`src/exec_settings.svh`:
```
`ifndef EXEC_SETTINGS_SVH
`define EXEC_SETTINGS_SVH

//////////////////////////////////////////////////////////////////////
// datapath widths
//////////////////////////////////////////////////////////////////////

// operand and result word
`define EXEC_DATA_W 32

// destination register number
`define EXEC_REG_ADDR_W 5

// low bits of the first operand used as shift amount
`define EXEC_SHAMT_W 5

//////////////////////////////////////////////////////////////////////
// result port flow control
//////////////////////////////////////////////////////////////////////

// beats the consumer can buffer, any value of 1 or more
`define EXEC_CREDITS 2

`endif
```
`src/exec_pkg.sv`:
```
package exec_pkg;

`include "exec_settings.svh"

	// word, product and register number
	typedef logic [`EXEC_DATA_W-1:0]     data_t;
	typedef logic [2*`EXEC_DATA_W-1:0]   dword_t;
	typedef logic [`EXEC_REG_ADDR_W-1:0] reg_addr_t;

	// wide enough to hold the full credit count
	typedef logic [$clog2(`EXEC_CREDITS+1)-1:0] credit_t;

	// operations handled by the execute unit
	typedef enum logic [4:0] {
		OP_NOP,
		OP_OR,
		OP_AND,
		OP_NOR,
		OP_XOR,
		OP_SLL,
		OP_SRL,
		OP_SRA,
		OP_ADD,
		OP_ADDU,
		OP_SUB,
		OP_SUBU,
		OP_SLT,
		OP_SLTU,
		OP_CLZ,
		OP_CLO,
		OP_MULT,
		OP_MULTU,
		OP_MUL,
		OP_MADD,
		OP_MADDU,
		OP_MSUB,
		OP_MSUBU,
		OP_MFHI,
		OP_MFLO,
		OP_MTHI,
		OP_MTLO
	} exec_op_e;

	// where the write data of a beat comes from
	typedef enum logic [2:0] {
		RES_NONE,
		RES_LOGIC,
		RES_SHIFT,
		RES_ARITH,
		RES_MUL,
		RES_MOVE
	} res_class_e;

endpackage

```
`src/exec_unit.sv`:
```
`timescale 1ns/100ps
`include "exec_settings.svh"

module exec_unit (
	input  logic                clk,
	input  logic                reset_i,
	input  logic                op_valid_i,
	input  exec_pkg::exec_op_e  op_i,
	input  exec_pkg::data_t     reg1_i,
	input  exec_pkg::data_t     reg2_i,
	input  exec_pkg::reg_addr_t wd_i,
	input  logic                wreg_i,
	output logic                stall_o,
	output logic                res_valid_o,
	output exec_pkg::reg_addr_t res_wd_o,
	output logic                res_wreg_o,
	output exec_pkg::data_t     res_wdata_o,
	output logic                res_ov_o,
	input  logic                credit_i
);

	import exec_pkg::*;

	logic       accept;
	logic       is_acc;
	logic       acc_busy;
	logic       beat_load;
	credit_t    credit_cnt;
	reg_addr_t  acc_wd;
	res_class_e res_class;
	data_t      logic_res;
	data_t      shift_res;
	data_t      arith_res;
	logic       arith_ov;
	data_t      mul_lo;
	data_t      move_res;
	data_t      sel_wdata;
	logic       sel_wreg;

	alu_logic_shift u_logic_shift (
		.op_i        (op_i),
		.reg1_i      (reg1_i),
		.reg2_i      (reg2_i),
		.logic_res_o (logic_res),
		.shift_res_o (shift_res)
	);

	alu_arith u_arith (
		.op_i        (op_i),
		.reg1_i      (reg1_i),
		.reg2_i      (reg2_i),
		.arith_res_o (arith_res),
		.ov_o        (arith_ov)
	);

	hilo_unit u_hilo (
		.clk        (clk),
		.reset_i    (reset_i),
		.accept_i   (accept),
		.op_i       (op_i),
		.reg1_i     (reg1_i),
		.reg2_i     (reg2_i),
		.mul_lo_o   (mul_lo),
		.move_res_o (move_res),
		.busy_o     (acc_busy)
	);

	//////////////////////////////////////////////////////////////////////
	// issue and credits
	//////////////////////////////////////////////////////////////////////

	assign is_acc = (op_i == OP_MADD) || (op_i == OP_MADDU) ||
		(op_i == OP_MSUB) || (op_i == OP_MSUBU);

	assign stall_o = (credit_cnt == '0) || acc_busy;
	assign accept  = op_valid_i && !stall_o;

	// accumulate beats leave from the second cycle
	assign beat_load = (accept && !is_acc) || acc_busy;

	// one credit spent per registered beat
	always_ff @(posedge clk)
	begin
		if (reset_i)
		begin
			credit_cnt <= credit_t'(`EXEC_CREDITS);
		end
		else
		begin
			credit_cnt <= credit_cnt + credit_t'(credit_i) - credit_t'(beat_load);
		end
	end

	// destination held across the accumulate
	always_ff @(posedge clk)
	begin
		if (accept && is_acc)
		begin
			acc_wd <= wd_i;
		end
	end

	//////////////////////////////////////////////////////////////////////
	// result select and beat register
	//////////////////////////////////////////////////////////////////////

	always_comb
	begin
		case (op_i)
			OP_OR, OP_AND, OP_NOR, OP_XOR:     res_class = RES_LOGIC;
			OP_SLL, OP_SRL, OP_SRA:            res_class = RES_SHIFT;
			OP_ADD, OP_ADDU, OP_SUB, OP_SUBU,
			OP_SLT, OP_SLTU, OP_CLZ, OP_CLO:   res_class = RES_ARITH;
			OP_MUL:                            res_class = RES_MUL;
			OP_MFHI, OP_MFLO:                  res_class = RES_MOVE;
			default:                           res_class = RES_NONE;
		endcase
	end

	always_comb
	begin
		case (res_class)
			RES_LOGIC: sel_wdata = logic_res;
			RES_SHIFT: sel_wdata = shift_res;
			RES_ARITH: sel_wdata = arith_res;
			RES_MUL:   sel_wdata = mul_lo;
			RES_MOVE:  sel_wdata = move_res;
			default:   sel_wdata = '0;
		endcase
	end

	// hi/lo only ops never write, overflow kills the write
	assign sel_wreg = wreg_i && (res_class != RES_NONE) && !arith_ov;

	always_ff @(posedge clk)
	begin
		if (reset_i)
		begin
			res_valid_o <= 1'b0;
			res_wreg_o  <= 1'b0;
			res_ov_o    <= 1'b0;
		end
		else
		begin
			res_valid_o <= beat_load;
			if (acc_busy)
			begin
				res_wreg_o <= 1'b0;
				res_ov_o   <= 1'b0;
			end
			else if (beat_load)
			begin
				res_wreg_o <= sel_wreg;
				res_ov_o   <= arith_ov;
			end
		end
	end

	always_ff @(posedge clk)
	begin
		if (acc_busy)
		begin
			res_wd_o    <= acc_wd;
			res_wdata_o <= '0;
		end
		else if (beat_load)
		begin
			res_wd_o    <= wd_i;
			res_wdata_o <= sel_wdata;
		end
	end

endmodule

```
`src/hilo_unit.sv`:
```
`timescale 1ns/100ps
`include "exec_settings.svh"

module hilo_unit (
	input  logic               clk,
	input  logic               reset_i,
	input  logic               accept_i,
	input  exec_pkg::exec_op_e op_i,
	input  exec_pkg::data_t    reg1_i,
	input  exec_pkg::data_t    reg2_i,
	output exec_pkg::data_t    mul_lo_o,
	output exec_pkg::data_t    move_res_o,
	output logic               busy_o
);

	import exec_pkg::*;

	localparam int MSB = `EXEC_DATA_W - 1;

	// accumulate sequencer
	typedef enum logic {
		ST_IDLE,
		ST_ACC
	} acc_state_e;

	acc_state_e state;
	data_t      hi;
	data_t      lo;
	dword_t     acc_tmp;

	logic   is_signed;
	logic   is_madd;
	logic   is_msub;
	data_t  mag1;
	data_t  mag2;
	dword_t mag_prod;
	dword_t product;

	//////////////////////////////////////////////////////////////////////
	// multiplier
	//////////////////////////////////////////////////////////////////////

	assign is_signed = (op_i == OP_MULT) || (op_i == OP_MUL) ||
		(op_i == OP_MADD) || (op_i == OP_MSUB);
	assign is_madd = (op_i == OP_MADD) || (op_i == OP_MADDU);
	assign is_msub = (op_i == OP_MSUB) || (op_i == OP_MSUBU);

	// signed ops multiply magnitudes
	assign mag1 = (is_signed && reg1_i[MSB]) ? data_t'(-reg1_i) : reg1_i;
	assign mag2 = (is_signed && reg2_i[MSB]) ? data_t'(-reg2_i) : reg2_i;
	assign mag_prod = dword_t'(mag1) * dword_t'(mag2);

	// sign fixed up afterwards
	assign product = (is_signed && (reg1_i[MSB] ^ reg2_i[MSB])) ?
		dword_t'(-mag_prod) : mag_prod;

	assign mul_lo_o = product[MSB:0];

	always_comb
	begin
		case (op_i)
			OP_MFHI: move_res_o = hi;
			OP_MFLO: move_res_o = lo;
			default: move_res_o = '0;
		endcase
	end

	//////////////////////////////////////////////////////////////////////
	// madd / msub sequencing
	//////////////////////////////////////////////////////////////////////

	assign busy_o = (state == ST_ACC);

	always_ff @(posedge clk)
	begin
		if (reset_i)
		begin
			state <= ST_IDLE;
		end
		else if (state == ST_IDLE)
		begin
			if (accept_i && (is_madd || is_msub))
			begin
				state <= ST_ACC;
			end
		end
		else
		begin
			state <= ST_IDLE;
		end
	end

	// first cycle keeps the product, negated for msub
	always_ff @(posedge clk)
	begin
		if (accept_i && (is_madd || is_msub))
		begin
			acc_tmp <= is_msub ? dword_t'(-product) : product;
		end
	end

	// hi/lo, accumulate in second cycle
	always_ff @(posedge clk)
	begin
		if (reset_i)
		begin
			hi <= '0;
			lo <= '0;
		end
		else if (state == ST_ACC)
		begin
			{hi, lo} <= {hi, lo} + acc_tmp;
		end
		else if (accept_i)
		begin
			case (op_i)
				OP_MULT, OP_MULTU: {hi, lo} <= product;
				OP_MTHI:           hi <= reg1_i;
				OP_MTLO:           lo <= reg1_i;
				default:
				begin
				end
			endcase
		end
	end

endmodule

```
`src/alu_arith.sv`:
```
`timescale 1ns/100ps
`include "exec_settings.svh"

module alu_arith (
	input  exec_pkg::exec_op_e op_i,
	input  exec_pkg::data_t    reg1_i,
	input  exec_pkg::data_t    reg2_i,
	output exec_pkg::data_t    arith_res_o,
	output logic               ov_o
);

	import exec_pkg::*;

	localparam int MSB   = `EXEC_DATA_W - 1;
	localparam int CNT_W = $clog2(`EXEC_DATA_W + 1);

	logic             is_sub;
	data_t            opnd2;
	logic             opnd2_sign;
	data_t            sum;
	logic             slt_res;
	logic             sltu_res;
	data_t            scan;
	logic [CNT_W-1:0] lead_cnt;
	logic             lead_done;

	//////////////////////////////////////////////////////////////////////
	// adder
	//////////////////////////////////////////////////////////////////////

	// slt reuses the difference
	assign is_sub = (op_i == OP_SUB) || (op_i == OP_SUBU) || (op_i == OP_SLT);
	assign opnd2  = is_sub ? data_t'(~reg2_i + 1'b1) : reg2_i;
	assign sum    = reg1_i + opnd2;

	// effective sign of the second term, also right for the most negative value
	assign opnd2_sign = is_sub ? ~reg2_i[MSB] : reg2_i[MSB];

	// signed overflow, only add and sub trap it
	assign ov_o = ((op_i == OP_ADD) || (op_i == OP_SUB)) &&
		(reg1_i[MSB] == opnd2_sign) && (sum[MSB] != reg1_i[MSB]);

	// opposite signs decide directly, else the difference sign
	assign slt_res  = (reg1_i[MSB] != reg2_i[MSB]) ? reg1_i[MSB] : sum[MSB];
	assign sltu_res = reg1_i < reg2_i;

	//////////////////////////////////////////////////////////////////////
	// leading zero / one count
	//////////////////////////////////////////////////////////////////////

	// clo counts zeros of the inverted word
	assign scan = (op_i == OP_CLO) ? ~reg1_i : reg1_i;

	always_comb
	begin
		lead_cnt  = '0;
		lead_done = 1'b0;
		for (int i = MSB; i >= 0; i--)
		begin
			if (!lead_done)
			begin
				if (scan[i])
				begin
					lead_done = 1'b1;
				end
				else
				begin
					lead_cnt = lead_cnt + 1'b1;
				end
			end
		end
	end

	// result select
	always_comb
	begin
		case (op_i)
			OP_ADD, OP_ADDU, OP_SUB, OP_SUBU: arith_res_o = sum;
			OP_SLT:                           arith_res_o = data_t'(slt_res);
			OP_SLTU:                          arith_res_o = data_t'(sltu_res);
			OP_CLZ, OP_CLO:                   arith_res_o = data_t'(lead_cnt);
			default:                          arith_res_o = '0;
		endcase
	end

endmodule

```
`src/alu_logic_shift.sv`:
```
`timescale 1ns/100ps
`include "exec_settings.svh"

module alu_logic_shift (
	input  exec_pkg::exec_op_e op_i,
	input  exec_pkg::data_t    reg1_i,
	input  exec_pkg::data_t    reg2_i,
	output exec_pkg::data_t    logic_res_o,
	output exec_pkg::data_t    shift_res_o
);

	import exec_pkg::*;

	logic [`EXEC_SHAMT_W-1:0] shamt;

	// shift amount from the first operand
	assign shamt = reg1_i[`EXEC_SHAMT_W-1:0];

	//////////////////////////////////////////////////////////////////////
	// bitwise logic
	//////////////////////////////////////////////////////////////////////

	always_comb
	begin
		case (op_i)
			OP_OR:   logic_res_o = reg1_i | reg2_i;
			OP_AND:  logic_res_o = reg1_i & reg2_i;
			OP_NOR:  logic_res_o = ~(reg1_i | reg2_i);
			OP_XOR:  logic_res_o = reg1_i ^ reg2_i;
			default: logic_res_o = '0;
		endcase
	end

	//////////////////////////////////////////////////////////////////////
	// barrel shifts
	//////////////////////////////////////////////////////////////////////

	always_comb
	begin
		case (op_i)
			OP_SLL:  shift_res_o = reg2_i << shamt;
			OP_SRL:  shift_res_o = reg2_i >> shamt;
			// sign fill from bit 31 of the shifted operand
			OP_SRA:  shift_res_o = data_t'($signed(reg2_i) >>> shamt);
			default: shift_res_o = '0;
		endcase
	end

endmodule

```
`config.mk`:
```
export PLATFORM = sky130hd
export DESIGN_NAME = exec_unit
export DESIGN_NICKNAME = d
export VERILOG_FILES = /design/src/exec_pkg.sv /design/src/exec_unit.sv /design/src/hilo_unit.sv /design/src/alu_arith.sv /design/src/alu_logic_shift.sv
export VERILOG_INCLUDE_DIRS = /design/src
export SDC_FILE = /design/constraint.sdc
export NUM_CORES = 2
export LEC_CHECK = 0
export BUFFER_PORTS_ARGS = -buffer_cell sky130_fd_sc_hd__clkbuf_2
export CORE_AREA = 2 2 508 510
export CTS_BUF_LIST = sky130_fd_sc_hd__clkbuf_4 sky130_fd_sc_hd__clkbuf_8
export DETAILED_ROUTE_END_ITERATION = 10
export DIE_AREA = 0 0 510 512
export PLACE_DENSITY = 0.39
export SYNTH_ARGS = -nofsm -noshare
export SYNTH_HDL_FRONTEND = slang
export SYNTH_HIERARCHICAL = 1
export SYNTH_SLANG_ARGS = --single-unit
```
`constraint.sdc`:
```
create_clock -name clk -period 28.2 [get_ports clk]
set_input_delay 1.41 -clock clk [delete_from_list [all_inputs] [get_ports clk]]
set_output_delay 1.41 -clock clk [all_outputs]
set_load 0.005 [all_outputs]
```
==> flow_summary.ini <==
[run_status]
status = finished, final reports clean

[finish]
drive_gt1_share_pct = 8.88
syn_to_final_growth_pct = 9.36
nNetsFinal = 9231
final_area_mm2 = 0.0696
fill_cells = 27800
fin_util_pct = 27.2

[global_route]
grt_pass1_wl_mm = 433
overflow = 0
antenna_found_initial = 16
grt_max_degree = 72
first_global_vias = 60000
gr-usage-all-layers_pct = 22.6

[route]
drt_first_pass_iters = 7
drc = 0
num_vias = 59200
drtIter0Drc = 5299
viasPerCell = 5.30
drt_wl_total_mm = 301
ant_nets = 0
wire_per_inst_um = 27.0

[synthesis]
async_flop_share_pct = 0
synth_common_cells = inv_1, nor2_1, fa_1
synth_area_leaders = fa_1, ha_1, inv_1, nor2_1, nand2_1
synth-seq-cells = 176
yosysTopAreaCell = fa_1
synth_edf_count = 74
avgSynthCellArea_um2 = 8.12
ys_warn_count = 6
seq_area_frac_synth_pct = 6.70
syn_area_mm2 = 0.0637
dominantRegCellSynth = dfxtp_1
yosysMostFrequentCell = inv_1
syn_nets = 9306
synthCells = 7836
synth_top_area_share_pct = 28.2
synth_cell_types = 129

[worst_setup_path]
reg2reg_depth = 17
cpMostUsedCell = ha_1
regToRegSetupSlack_ps = 23040
cp_slowest_cell = and4b_1
critPathArrivalTime_ps = 21530
critPathMaxFanout = 36
crit_required_ps = 28660
end_kind = register
setup.worst_path.class = input port to register
timing.rr.end = u_hilo/hi[30]$_SDFFE_PP0P_
startpoint_type = input port
worst_path_largest_cell_delay_ps = 810
reg2reg_from = u_hilo/lo[0]$_SDFFE_PP0P_

[die]
initial_core_util_pct = 24.9
ioPinCount = 120
chipHeight_um = 512
die_area_mm2 = 0.261
die_x_um = 510
design.core.area_mm2 = 0.256
row_count = 186

[clock_tree]
post_cts_buffers = 0
root_buffer = clkbuf_8
cts_tree = done
clockBufferDepth = 2
clk_pin_slew_ps = 130
clock_sinks = 176
htreeDepth = 4
clkLatencyLatePin_ps = 590
ctsResizeCount = 0
cts_buffers = 17
cts_hold_buffers = 0

[sta]
max_freq_mhz = 47.5
worst_slack_ps = 7130
max_slew_margin_pct = 7.49
worst_pin_slew_ps = 1380
skew_ps = 29.5
grt_setup_unrepaired = no
setup_viol_count_final = 0
drv_slew = 0
hold_viol = 0
tns_ps = 0
finalCriticalPeriod_ps = 21070
fin_crit_sh_pct = 74.7

[min_path]
hold_path.class = register to register
holdPathEnd = res_wdata_o[30]$_SDFFE_PP0P_
hold_start = res_wdata_o[30]$_SDFFE_PP0P_
whs_path_depth = 1

[place]
gp_congestion = 0.942
place_area_mm2 = 0.0692
io_buffers = 119
pre_cts_slack_ps = 6710
hpwl_mm = 233

[run]
cap_violations = 0
-- logic make-up after synthesis --
logic type,synth area share [%]
adders and majority gates,37.9
muxes,4.47
DFF,6.70
AOI/OAI and AO/OA,17.0
and+or+nand+nor,18.0
buffers and inverters,9.31
xor gates and xnor gates,6.62
-- state kept, by name (all words and copies together) (netlist names), 2 cells and up --
signal,cells
res_wdata_o,32
u_hilo/acc_tmp,64
credit_cnt,2
u_hilo/lo,32
acc_wd,5
res_wd_o,5
u_hilo/hi,32
-- area by class of cell --
| cell class | count | area (µm²) | share of cell area [%] |
|---|---|---|---|
| diodes | 8 | 20.0 | 0.0288 |
| clock buffers | 20 | 256 | 0.368 |
| clock inverters | 12 | 123 | 0.176 |
| repair buffers | 344 | 2310 | 3.31 |
| inverters | 1102 | 4140 | 5.94 |
| multi-input cells | 6120 | 54300 | 78.0 |
| well taps | 3384 | 4230 | 6.08 |
| flip-flops and latches | 176 | 4270 | 6.13 |
-- metal layers --
layer	global-route usage (%)	wire (µm)
met1	31.0	132000
met5	0	41
met4	7.84	11700
met2	36.3	137000
met3	3.09	19400
-- layout by cell type (no fill, tap or decap), drive strengths merged, types with 102 or more instances in the layout --
| cell type | n |
|---|---|
| inv | 1108 |
| nor2 | 971 |
| fa | 898 |
| nand2 | 814 |
| ha | 493 |
| a21oi | 345 |
| xnor2 | 286 |
| o21ai | 238 |
| buf | 229 |
| xor2 | 166 |
| a211oi | 151 |
| clkbuf | 135 |
| nand3 | 127 |
| nor3 | 118 |
| mux2i | 106 |
| dfxtp | 102 |
-- worst max-delay path by stage --
stage / from / endpoint
after detailed placement: op_i[2] / res_wdata_o[5]$_SDFFE_PP0P_
after global placement: op_i[2] / res_wdata_o[5]$_SDFFE_PP0P_
after global routing: op_i[2] / res_wdata_o[5]$_SDFFE_PP0P_
after CTS: op_i[2] / res_wdata_o[5]$_SDFFE_PP0P_
after floorplan: op_i[4] / res_wdata_o[5]$_SDFFE_PP0P_
final: op_i[2] / res_wdata_o[5]$_SDFFE_PP0P_
-- stage by stage --
step                instances  hold slack [ps]
finish                  11200              476
global route            11200              490
floorplan                7836              456
CTS                     11200              478
global placement        11100              447
detailed placement      11100              450
-- worst max-delay path, delay by kind of cell --
kind,cells,cell delay (ps)
multiplexers,8,1700
AO/OA/AOI/OAI,34,7090
XOR/XNOR,5,950
AND/OR/NAND/NOR,22,4800
buffers and inverters,3,750
adder cells (fa/ha/maj),15,4780
Power is left out: the tool's default activity adds up to more than one toggle a clock period on the data nets, which glitch-free logic cannot reach.
